## config.mk

```make
export PLATFORM = sky130hd
export DESIGN_NAME = aluStage
export DESIGN_NICKNAME = d
export VERILOG_FILES = /design/src/aluPkg.sv /design/src/aluStage.sv /design/src/aluCore.sv /design/src/barrelShifter.sv /design/src/carryLookahead.sv /design/src/claSlice.sv /design/src/operandPrep.sv
export SDC_FILE = /design/constraint.sdc
export NUM_CORES = 1
export LEC_CHECK = 0
export ABC_AREA = 1
export BUFFER_PORTS_ARGS = -buffer_cell sky130_fd_sc_hd__buf_2
export CAP_MARGIN = 5
export CELL_PAD_IN_SITES_DETAIL_PLACEMENT = 1
export CELL_PAD_IN_SITES_GLOBAL_PLACEMENT = 1
export CORE_AREA = 2 2 125 127
export CTS_CLUSTER_SIZE = 20
export DETAILED_ROUTE_END_ITERATION = 10
export DIE_AREA = 0 0 127 129
export HOLD_SLACK_MARGIN = 0.1
export PLACE_DENSITY_LB_ADDON = 0.1
export SKIP_CTS_REPAIR_TIMING = 1
export SLEW_MARGIN = 5
export SYNTH_ARGS = -nofsm -noshare
export SYNTH_HDL_FRONTEND = slang
export SYNTH_HIERARCHICAL = 1
export SYNTH_SLANG_ARGS = --single-unit
```

## constraint.sdc

```tcl
create_clock -name clk -period 3.2 [get_ports clk]
set_clock_uncertainty 0.1 [all_clocks]
set_input_delay 0.32 -clock clk [delete_from_list [all_inputs] [get_ports clk]]
set_output_delay 0.32 -clock clk [all_outputs]
set_load 0.02 [all_outputs]
```

## src/aluPkg.sv

```systemverilog
`default_nettype none

package aluPkg;

	// The datapath is fixed by the instruction set
	localparam int dataWidth = 16;
	localparam int groupWidth = 4;
	localparam int groupCount = 4;
	localparam int shiftWidth = 4;

	typedef logic [dataWidth-1:0] dataT;

	// Opcodes 0 to 3 are the shifter, 4 to 7 the adder and logic unit
	typedef enum logic [2:0] {
		opRol = 3'd0,
		opSll = 3'd1,
		opSra = 3'd2,
		opSrl = 3'd3,
		opAdd = 3'd4,
		opOr = 3'd5,
		opXor = 3'd6,
		opAnd = 3'd7
	} aluOpT;

	typedef struct packed {
		dataT a;
		dataT b;
		logic cin;
		aluOpT op;
		logic invA;
		logic invB;
		logic sign;
	} aluReqT;

	// Per-bit propagate and generate of one lookahead group
	typedef struct packed {
		logic [groupWidth-1:0] p;
		logic [groupWidth-1:0] g;
	} pgGroupT;

	typedef struct packed {
		logic [groupWidth-1:0] sum;
		logic groupP;
		logic groupG;
		logic carryOut;
		logic carryIntoTop;
	} groupOutT;

	typedef struct packed {
		dataT out;
		logic ofl;
		logic z;
	} aluRespT;

endpackage

`default_nettype wire
```

## src/aluStage.sv

```systemverilog
`default_nettype none

module aluStage (
	input logic clk,
	input logic reset,
	input logic issue,
	input aluPkg::aluReqT req,
	output logic done,
	output aluPkg::aluRespT resp
);

	import aluPkg::*;

	aluRespT coreResp;

	// All of the arithmetic settles within the issue cycle
	aluCore core (
		.req(req),
		.resp(coreResp)
	);

	// done follows issue by one cycle and there is no stall path,
	// so a new request may be issued on every edge
	always_ff @(posedge clk) begin
		if (reset) begin
			done <= 1'b0;
		end else begin
			done <= issue;
		end
	end

	// The response stays put between issues
	always_ff @(posedge clk) begin
		if (reset) begin
			resp <= '0;
		end else if (issue) begin
			resp <= coreResp;
		end
	end

endmodule

`default_nettype wire

```

## src/aluCore.sv

```systemverilog
`default_nettype none

module aluCore (
	input aluPkg::aluReqT req,
	output aluPkg::aluRespT resp
);

	import aluPkg::*;

	dataT opA;
	dataT opB;
	dataT sumWord;
	dataT shifted;
	dataT result;
	pgGroupT [groupCount-1:0] groups;
	groupOutT [groupCount-1:0] sliceRes;
	logic [groupCount-1:0] sliceCin;
	logic [groupCount-1:0] groupP;
	logic [groupCount-1:0] groupG;
	logic [groupCount-2:0] groupCarry;
	logic ofl;

	operandPrep prep (
		.a(req.a),
		.b(req.b),
		.invA(req.invA),
		.invB(req.invB),
		.opA(opA),
		.opB(opB),
		.groups(groups)
	);

	// Group 0 takes the request carry directly, the others come from the lookahead
	assign sliceCin = {groupCarry, req.cin};

	for (genvar i = 0; i < groupCount; i++) begin : genSlice
		claSlice slice (
			.pg(groups[i]),
			.cin(sliceCin[i]),
			.res(sliceRes[i])
		);

		assign sumWord[i*groupWidth +: groupWidth] = sliceRes[i].sum;
		assign groupP[i] = sliceRes[i].groupP;
		assign groupG[i] = sliceRes[i].groupG;
	end

	// The word carry-out is also reported by the top slice, which the flags use
	carryLookahead lookahead (
		.groupP(groupP),
		.groupG(groupG),
		.cin(req.cin),
		.groupCarry(groupCarry),
		.cout()
	);

	barrelShifter shifter (
		.value(opA),
		.amount(opB[shiftWidth-1:0]),
		.op(req.op),
		.shifted(shifted)
	);

	always_comb begin
		ofl = 1'b0;
		case (req.op)
			opAdd: begin
				result = sumWord;
				// Signed overflow when the carries into and out of bit 15 differ
				ofl = req.sign
					? (sliceRes[groupCount-1].carryIntoTop ^ sliceRes[groupCount-1].carryOut)
					: sliceRes[groupCount-1].carryOut;
			end
			opOr: result = opA | opB;
			opXor: result = opA ^ opB;
			opAnd: result = opA & opB;
			default: result = shifted;
		endcase
	end

	assign resp = '{out: result, ofl: ofl, z: (result == '0)};

endmodule

`default_nettype wire

```

## src/barrelShifter.sv

```systemverilog
`default_nettype none

module barrelShifter (
	input aluPkg::dataT value,
	input logic [aluPkg::shiftWidth-1:0] amount,
	input aluPkg::aluOpT op,
	output aluPkg::dataT shifted
);

	import aluPkg::*;

	// stageVal[0] is the input, stageVal[shiftWidth] the final result
	dataT stageVal [shiftWidth+1];

	assign stageVal[0] = value;

	// Stage s moves the word by 2**s when amount[s] is set
	for (genvar s = 0; s < shiftWidth; s++) begin : genStage
		dataT moved;

		always_comb begin
			case (op)
				opRol: begin
					moved = {stageVal[s][dataWidth-(2**s)-1:0],
						stageVal[s][dataWidth-1 -: (2**s)]};
				end
				opSll: begin
					moved = {stageVal[s][dataWidth-(2**s)-1:0], {(2**s){1'b0}}};
				end
				opSra: begin
					// The sign bit survives every stage, so it is always the fill
					moved = {{(2**s){stageVal[s][dataWidth-1]}},
						stageVal[s][dataWidth-1:(2**s)]};
				end
				default: begin
					// Logical right shift, and also what the adder opcodes see
					moved = {{(2**s){1'b0}}, stageVal[s][dataWidth-1:(2**s)]};
				end
			endcase
		end

		assign stageVal[s+1] = amount[s] ? moved : stageVal[s];
	end

	assign shifted = stageVal[shiftWidth];

endmodule

`default_nettype wire

```

## src/carryLookahead.sv

```systemverilog
`default_nettype none

module carryLookahead (
	input logic [aluPkg::groupCount-1:0] groupP,
	input logic [aluPkg::groupCount-1:0] groupG,
	input logic cin,
	output logic [aluPkg::groupCount-2:0] groupCarry,
	output logic cout
);

	// Same equations as inside a slice, applied to whole groups
	// groupCarry[0] feeds group 1, groupCarry[2] feeds group 3
	assign groupCarry[0] = groupG[0]
		| (groupP[0] & cin);

	assign groupCarry[1] = groupG[1]
		| (groupP[1] & groupG[0])
		| (groupP[1] & groupP[0] & cin);

	assign groupCarry[2] = groupG[2]
		| (groupP[2] & groupG[1])
		| (groupP[2] & groupP[1] & groupG[0])
		| (groupP[2] & groupP[1] & groupP[0] & cin);

	// Carry out of the whole 16-bit word
	assign cout = groupG[3]
		| (groupP[3] & groupG[2])
		| (groupP[3] & groupP[2] & groupG[1])
		| (groupP[3] & groupP[2] & groupP[1] & groupG[0])
		| (groupP[3] & groupP[2] & groupP[1] & groupP[0] & cin);

endmodule

`default_nettype wire

```

## src/claSlice.sv

```systemverilog
`default_nettype none

module claSlice (
	input aluPkg::pgGroupT pg,
	input logic cin,
	output aluPkg::groupOutT res
);

	import aluPkg::*;

	logic [groupWidth-1:0] p;
	logic [groupWidth-1:0] g;
	logic [groupWidth-1:0] carry;
	logic groupP;
	logic groupG;

	assign p = pg.p;
	assign g = pg.g;

	// Every carry is expanded from cin so nothing ripples inside the group
	assign carry[0] = cin;
	assign carry[1] = g[0]
		| (p[0] & cin);
	assign carry[2] = g[1]
		| (p[1] & g[0])
		| (p[1] & p[0] & cin);
	assign carry[3] = g[2]
		| (p[2] & g[1])
		| (p[2] & p[1] & g[0])
		| (p[2] & p[1] & p[0] & cin);

	// Group terms for the second lookahead level
	assign groupP = &p;
	assign groupG = g[3]
		| (p[3] & g[2])
		| (p[3] & p[2] & g[1])
		| (p[3] & p[2] & p[1] & g[0]);

	assign res.sum = p ^ carry;
	assign res.groupP = groupP;
	assign res.groupG = groupG;

	// Carry out of bit 3, needed by the top slice for overflow
	assign res.carryOut = groupG | (groupP & cin);

	// Carry into bit 3, the other half of the signed overflow test
	assign res.carryIntoTop = carry[3];

endmodule

`default_nettype wire

```

## src/operandPrep.sv

```systemverilog
`default_nettype none

module operandPrep (
	input aluPkg::dataT a,
	input aluPkg::dataT b,
	input logic invA,
	input logic invB,
	output aluPkg::dataT opA,
	output aluPkg::dataT opB,
	output aluPkg::pgGroupT [aluPkg::groupCount-1:0] groups
);

	import aluPkg::*;

	dataT bitP;
	dataT bitG;

	// Inverting B with a carry-in of one turns the adder into a subtractor
	assign opA = invA ? ~a : a;
	assign opB = invB ? ~b : b;

	// Half-adder terms for every bit position
	assign bitP = opA ^ opB;
	assign bitG = opA & opB;

	// Pack the terms into one bundle per lookahead slice
	for (genvar i = 0; i < groupCount; i++) begin : genGroup
		assign groups[i].p = bitP[i*groupWidth +: groupWidth];
		assign groups[i].g = bitG[i*groupWidth +: groupWidth];
	end

endmodule

`default_nettype wire

```

==> out/summary.txt, run 1 <==
Io pins = 61
Antenna Cells = 0
Min-delay worst type = in -> reg
Critical path's largest stage delay = 220 ps
Maximum clock path buffer count = 2
Post-Synthesis Cell Area = 5380 sq um
Commonest non-fill, non-tap cell in the layout = nand2_1
Leakage dissipation = 0.00387 uW
Gate Count Post-Synth = 983
CTS tree = built
Final setup violation count = 0
CP Launch Point = req[2]
Maximum fanout along the worst path = 12
Maxcap violations = 0
Inserted Clock Buffers = 3
PD cells = 283 nW/um^2
Slew @ Worst Pin = 704 ps
Commonest non-fill, non-tap cells in the layout = nand2_1 (347), inv_1 (159), nand3_1 (122), buf_4 (65), buf_2 (59)
Port bufs = 60
Post-route insts no fill = 1253
FF-to-FF Start = resp[15]
Worst Path Required = 3290 ps
Chip width = 127 um
Placed cell area = 6040 sq um
Finished Core Util = 0.415
Clock Sinks = 19
Hpwl dp = 15100 um
Arrival @ worst endpoint = 2930 ps
Final wirelength = 18200 um
Post-synth net total = 1077
Fillers = 2168
Slowest CP cell = nor3_2
Run status = completed
R2R cell count = 2
Final antenna-violating net count = 0
Crit path capture = resp[0]
Final hold violations = 0
Residual DRC = 0
Setup WS post-layout = 354 ps
Number of synthesis warnings = 6
Rows = 45
Global-route wire length before repair = 30300 um
Total track usage = 0.228
Crit path max-delay family = simple AND/OR/NAND/NOR gates
Slew Limit Fails = 0
Placement Setup Slack = -130 ps
CP Launch Type = input pin
Clk root buf = clkbuf_16
Rel. slew slack = 0.530
GPL Wtd Cong = 0.873
Crit. End Element = register
Worst vdd ir = 0.000151 V
Initial antenna violation count = 0
Core ar. = 15000 sq um
Fin crit period = 2850 ps
Cell repeated most along the worst path = nand2_1
Tcrit/Tclk final = 0.889
CP Depth = 26
DR iter-0 viols = 371
Kind of critical path = in -> reg
Worst-Skew Late Latency = 250 ps
Clock slew at reported path FFs = 50 ps
DRT Pass-1 Iters = 4
H-tree Lvls = 1
Reg2reg end = resp[15]
Share of layout cells above drive strength 1 = 0.234
Max Clk Rate = 0.351 GHz
Vias = 6124
Placed Instances = 1249
Avg WL per Cell = 14.5 um
Largest net degree at the start of global routing = 41
Total gr overflow = 0
Area growth syn-to-layout = 15.4%
Vias per cell = 4.89
Initial Util = 0.359
Buffers plus inverters on the worst setup path = 6
Syn avg cell area = 5.48 sq um
Vias in the first global route = 6012
DIE HEIGHT = 129 um
Nets@finish = 1160
Die Area = 16400 sq um
Cell area after layout = 6210 sq um
FF-to-FF setup slack = 2500 ps
## area by class of cell
type	count	area (sq um)	share of cell area
multi-input cells	748	4030	0.649
well taps	188	235	0.0379
flip-flops and latches	19	380	0.0613
clock buffers	3	75.1	0.0121
repair buffers	127	843	0.136
clock inverters	1	5.00	0.000806
inverters	167	639	0.103
## routing by layer
metal | track usage | up-vias | share of wire
li1 | - | 3206 | -
met1 | 0.318 | 2801 | 0.50
met2 | 0.392 | 99 | 0.45
met3 | 0.0125 | 18 | 0.029
met4 | 0.0491 | 0 | 0.018
met5 | 0 | - | 0
## worst register-to-register path: cells and delay by family (launching register included)
family           cells  cell delay, ps
flip-flops           1             310
AND/OR/NAND/NOR      2             180
## worst min-delay path by stage
stage	from	end	cells past startpoint
6_report	reset	done	2
5_1_grt	reset	done	2
4_1_cts	reset	done	2
3_5_place_dp	resp[17]	resp[17]	2
3_3_place_gp	resp[2]	resp[2]	2
2_1_floorplan	reset	done	1
## registers in the layout, summed over array words and instances (netlist names)
signal	flops
done	1
resp	18
## through the flow
| stage | total power [uW] | TNS [ps] | hold slack, ps |
|---|---|---|---|
| 2_1_floorplan | 1110 | 0 | 291 |
| 3_3_place_gp | 1470 | -0.740 | 356 |
| 3_5_place_dp | 1490 | -151 | 360 |
| 4_1_cts | 1750 | 0 | 146 |
| 5_1_grt | 1950 | -5.33 | 163 |
| 6_report | 1760 | 0 | 151 |
## power breakdown
group / switching, uW / internal, uW
clock: 83.3 / 167
combinational: 762 / 477
sequential: 8.99 / 257
total: 854 / 901
No activity file was read; power rests on OpenSTA's default activity.
==> inputs of run 2 (changes only) <==
- CORE_AREA: 2 2 125 127 -> 2 2 95 166
- DIE_AREA: 0 0 127 129 -> 0 0 97 168
- SLEW_MARGIN: 5 -> not set
==> out/summary.txt, run 2 (synthesis results as in run 1) <==
H-tree Lvls = 1
Total gr overflow = 0
FF+latch area = 380 sq um
Post-route insts no fill = 1279
DIE HEIGHT = 168 um
Rows = 60
Hpwl dp = 16600 um
Crit. End Element = register
Maxcap violations = 0
CP Launch Type = input pin
Slew Limit Fails = 0
Hold Path Sink = done
Min-delay worst type = in -> reg
Kind of critical path = in -> reg
WHS Path Cells = 2
Placement Setup Slack = -186 ps
Multi-input gate area = 4040 sq um
CTS tree = built
Final setup violation count = 0
Core ar. = 15100 sq um
FF-to-FF setup slack = 2500 ps
FF-to-FF Start = resp[5]
Io pins = 61
Final hold violations = 0
Max Clk Rate = 0.342 GHz
Finished Core Util = 0.425
R2R cell count = 2
Vias = 6283
Clock slew at reported path FFs = 50 ps
Antenna Cells = 0
PD cells = 287 nW/um^2
Total track usage = 0.235
Fin crit period = 2930 ps
Vias in the first global route = 6299
Chip width = 97 um
Largest net degree at the start of global routing = 38
Worst vdd ir = 0.000178 V
Initial Util = 0.357
Share of layout cells above drive strength 1 = 0.252
Die Area = 16300 sq um
Arrival @ worst endpoint = 3020 ps
Setup WS post-layout = 274 ps
GPL Wtd Cong = 0.895
Inserted Clock Buffers = 3
Reg with most FFs = resp
Clk root buf = clkbuf_16
Clock Sinks = 19
Slew @ Worst Pin = 754 ps
Rel. slew slack = 0.498
DRT Pass-1 Iters = 4
Final setup TNS = 0 ps
Nets@finish = 1188
Leakage dissipation = 0.00401 uW
Maximum clock path buffer count = 2
Final wirelength = 19400 um
Commonest non-fill, non-tap cell in the layout = nand2_1
Commonest non-fill, non-tap cells in the layout = nand2_1 (349), inv_1 (159), nand3_1 (119), buf_4 (94), buf_2 (58)
Placed Instances = 1273
Worst-Skew Late Latency = 250 ps
Global-route wire length before repair = 31200 um
DR iter-0 viols = 190
Worst Path Required = 3290 ps
Hold path startpoint = reset
Tcrit/Tclk final = 0.914
Maximum fanout along the worst path = 10
Final antenna-violating net count = 0
Residual DRC = 0
Vias per cell = 4.91
Reg2reg end = resp[5]
Avg WL per Cell = 15.1 um
Run status = completed
Area growth syn-to-layout = 19.2%
Port bufs = 60
Fillers = 2201
Max reg flops = 18
Initial antenna violation count = 0
Largest registers = resp x18, done x1
==> run 2: changes by cell type in the layout (fill, tap and decap cells not counted), moves of 2 or more <==
| cell | delta |
|---|---|
| nand2_1 | +2 |
| o21ai_1 | +2 |
| nand3_1 | -3 |
| nor3_4 | +3 |
| nor3_2 | -3 |
| buf_4 | +29 |
| nand2_2 | -2 |
| nand3_2 | +3 |
==> run 2: critical path: stages <==
cell and delay [ps]:
clkbuf_4 160, inv_6 60, nand2_1 60, nand2_1 80, buf_12 150, buf_4 170, or2_2 270, nand2_1 170
o211ai_2 100, nand3_1 80, nand3_1 130, nand3_1 100, nand2_1 60, nand2_1 60, inv_1 60, nor3_2 330
nand2_1 90, nor2_1 130, nand2_1 90, nor2_1 110, inv_1 40, nand2_1 50, nand2_1 60, nor2_1 80
==> run 2: cell type report <==
class	count	share of cell area
tap	186	0.0363
timing repair buffer	155	0.163
multi-input combinational	748	0.630
clock buffer	4	0.0123
sequential	19	0.0593
inverter	167	0.0996
==> run 2: how the worst max path moves through the flow <==
stage,start,to,slack [ps],cells past startpoint
after floorplan,req[2],resp[0],220,28
after global placement,req[2],resp[0],-90,27
after detailed placement,req[2],resp[0],-190,27
after CTS,req[2],resp[0],80,27
after global routing,req[1],resp[0],-10,29
final,req[1],resp[0],270,24
==> run 2: routing by layer <==
| layer | vias up | share of wire | track usage | routed length [um] |
|---|---|---|---|---|
| li1 | 3245 | - | - | - |
| met3 | 33 | 0.014 | 0.00872 | 271 |
| met4 | 0 | 0.043 | 0.0974 | 824 |
| met1 | 2936 | 0.40 | 0.256 | 7690 |
| met5 | - | 0 | 0 | 0 |
| met2 | 69 | 0.55 | 0.464 | 10600 |
==> run 2: metrics by stage <==
stage               total power, uW  instance area (sq um)  hold slack, ps
floorplan                      1110                   5380             291
global placement               1540                   6220             353
detailed placement             1560                   6220             360
CTS                            1830                   6300             143
global route                   2020                   6420             149
finish                         1840                   6420             146
==> run 2: power by group <==
part           switching, uW  leakage [uW]  internal [uW]  total (uW)
logic                    791       0.00381            527        1320
clock network           86.1     0.0000382            169         256
registers               8.33      0.000158            257         266
total                    886       0.00401            953        1840
==> inputs of run 3 (changes only) <==
- SETUP_SLACK_MARGIN: not set -> 0.3
==> out/summary.txt, run 3 (synthesis results as in run 1) <==
Worst hold slack = 145 ps
Vias = 6370
WHS Path Cells = 2
Inserted Clock Buffers = 3
Hpwl dp = 16500 um
Clock Sinks = 19
Max reg flops = 18
Vias per cell = 4.95
CP Launch Type = input pin
Worst vdd ir = 0.000146 V
Setup WS post-layout = 322 ps
Initial antenna violation count = 0
GR peak layer = met2
Clock slew at reported path FFs = 60 ps
Largest net degree at the start of global routing = 39
Crit path capture = resp[0]
Residual DRC = 0
M2 GR Usage = 0.458
Leakage dissipation = 0.00406 uW
Placement Setup Slack = -263 ps
Combinational Power Share = 0.724
Met1 usage = 0.264
Final wirelength = 19300 um
Maxcap violations = 0
DR iter-0 viols = 191
Chip width = 97 um
Largest registers = resp x18, done x1
Slew Limit Fails = 0
PD cells = 284 nW/um^2
Post-route insts no fill = 1287
Total gr overflow = 0
GR Util met3 = 0.00581
Share of layout cells above drive strength 1 = 0.293
Maximum fanout along the worst path = 6
Antenna Cells = 0
Rel. slew slack = 0.506
Sw frac = 0.478
Worst Path Required = 3300 ps
Vias in the first global route = 6246
Nets@finish = 1196
Max Clk Rate = 0.347 GHz
Cell repeated most along the worst path = nand2_1
Critical path's largest stage delay = 270 ps
Maximum clock path buffer count = 2
Io pins = 61
FF-to-FF Start = resp[7]
Global-route wire length before repair = 31000 um
Tcrit/Tclk final = 0.899
DRT Pass-1 Iters = 4
Hold path startpoint = reset
Slew @ Worst Pin = 741 ps
Worst-Skew Late Latency = 250 ps
CTS tree = built
Reg2reg end = resp[7]
Reg with most FFs = resp
Area growth syn-to-layout = 24.7%
Core ar. = 15100 sq um
Arrival @ worst endpoint = 2970 ps
Slowest CP cell = ha_4
Clk pwr share = 0.136
Rows = 60
Total track usage = 0.231
GPL Wtd Cong = 0.864
Placed Instances = 1277
Min-delay worst type = in -> reg
Initial Util = 0.357
Pwr Total = 1910 uW
Port bufs = 60
Clk root buf = clkbuf_16
R2R cell count = 2
Avg WL per Cell = 15.0 um
Commonest non-fill, non-tap cell in the layout = nand2_1
RSZ-0062 raised after global routing = yes
Final setup violation count = 0
Commonest non-fill, non-tap cells in the layout = nand2_1 (329), inv_1 (152), nand3_1 (117), buf_4 (96), buf_2 (58)
FF-to-FF setup slack = 2500 ps
Crit. End Element = register
Switch Pwr = 912 uW
Kind of critical path = in -> reg
Run status = completed
DIE HEIGHT = 168 um
Die Area = 16300 sq um
Fin crit period = 2880 ps
CP Launch Point = req[1]
Final antenna-violating net count = 0
H-tree Lvls = 1
Final hold violations = 0
Sequential Power Share = 0.140
P_int = 996 uW
## run 3: critical path, delay by kind of cell
family                   cells  cell delay, ps
AO/OA/AOI/OAI                3             370
XOR/XNOR                     1              70
adder cells (fa/ha/maj)      2             460
buffers and inverters        6             480
AND/OR/NAND/NOR             14            1280
## run 3: layout make-up
cell class	count	area, sq um
inverter	167	639
clock inverter	1	7.51
fill	2160	8380
sequential	19	380
multi-input combinational	748	4220
clock buffer	3	75.1
timing repair buffer	163	1160
tap	186	233
## run 3: worst min path at each step
stage	endpoint	slack, ps
finish	done	140
CTS	done	140
global placement	resp[1]	350
detailed placement	resp[12]	360
floorplan	done	290
global route	done	140
## run 3: power by group through the flow
stage	clock network [uW]	logic (uW)	registers, uW
after CTS	268	1320	267
after floorplan	0	834	296
after detailed placement	0	1310	272
after global routing	275	1550	269
after global placement	0	1290	271
final	260	1380	266
## run 3: layer usage
metal	routed length, um	vias up
met4	631	0
met5	0	-
met2	10700	71
met1	7810	2998
li1	-	3273
met3	214	28
## run 3: through the flow
step	util	instance area [sq um]	setup TNS (ps)
global placement	0.422	6360	-214
CTS	0.427	6450	0
finish	0.445	6710	0
global route	0.445	6710	0
detailed placement	0.422	6360	-487
floorplan	-	5480	0
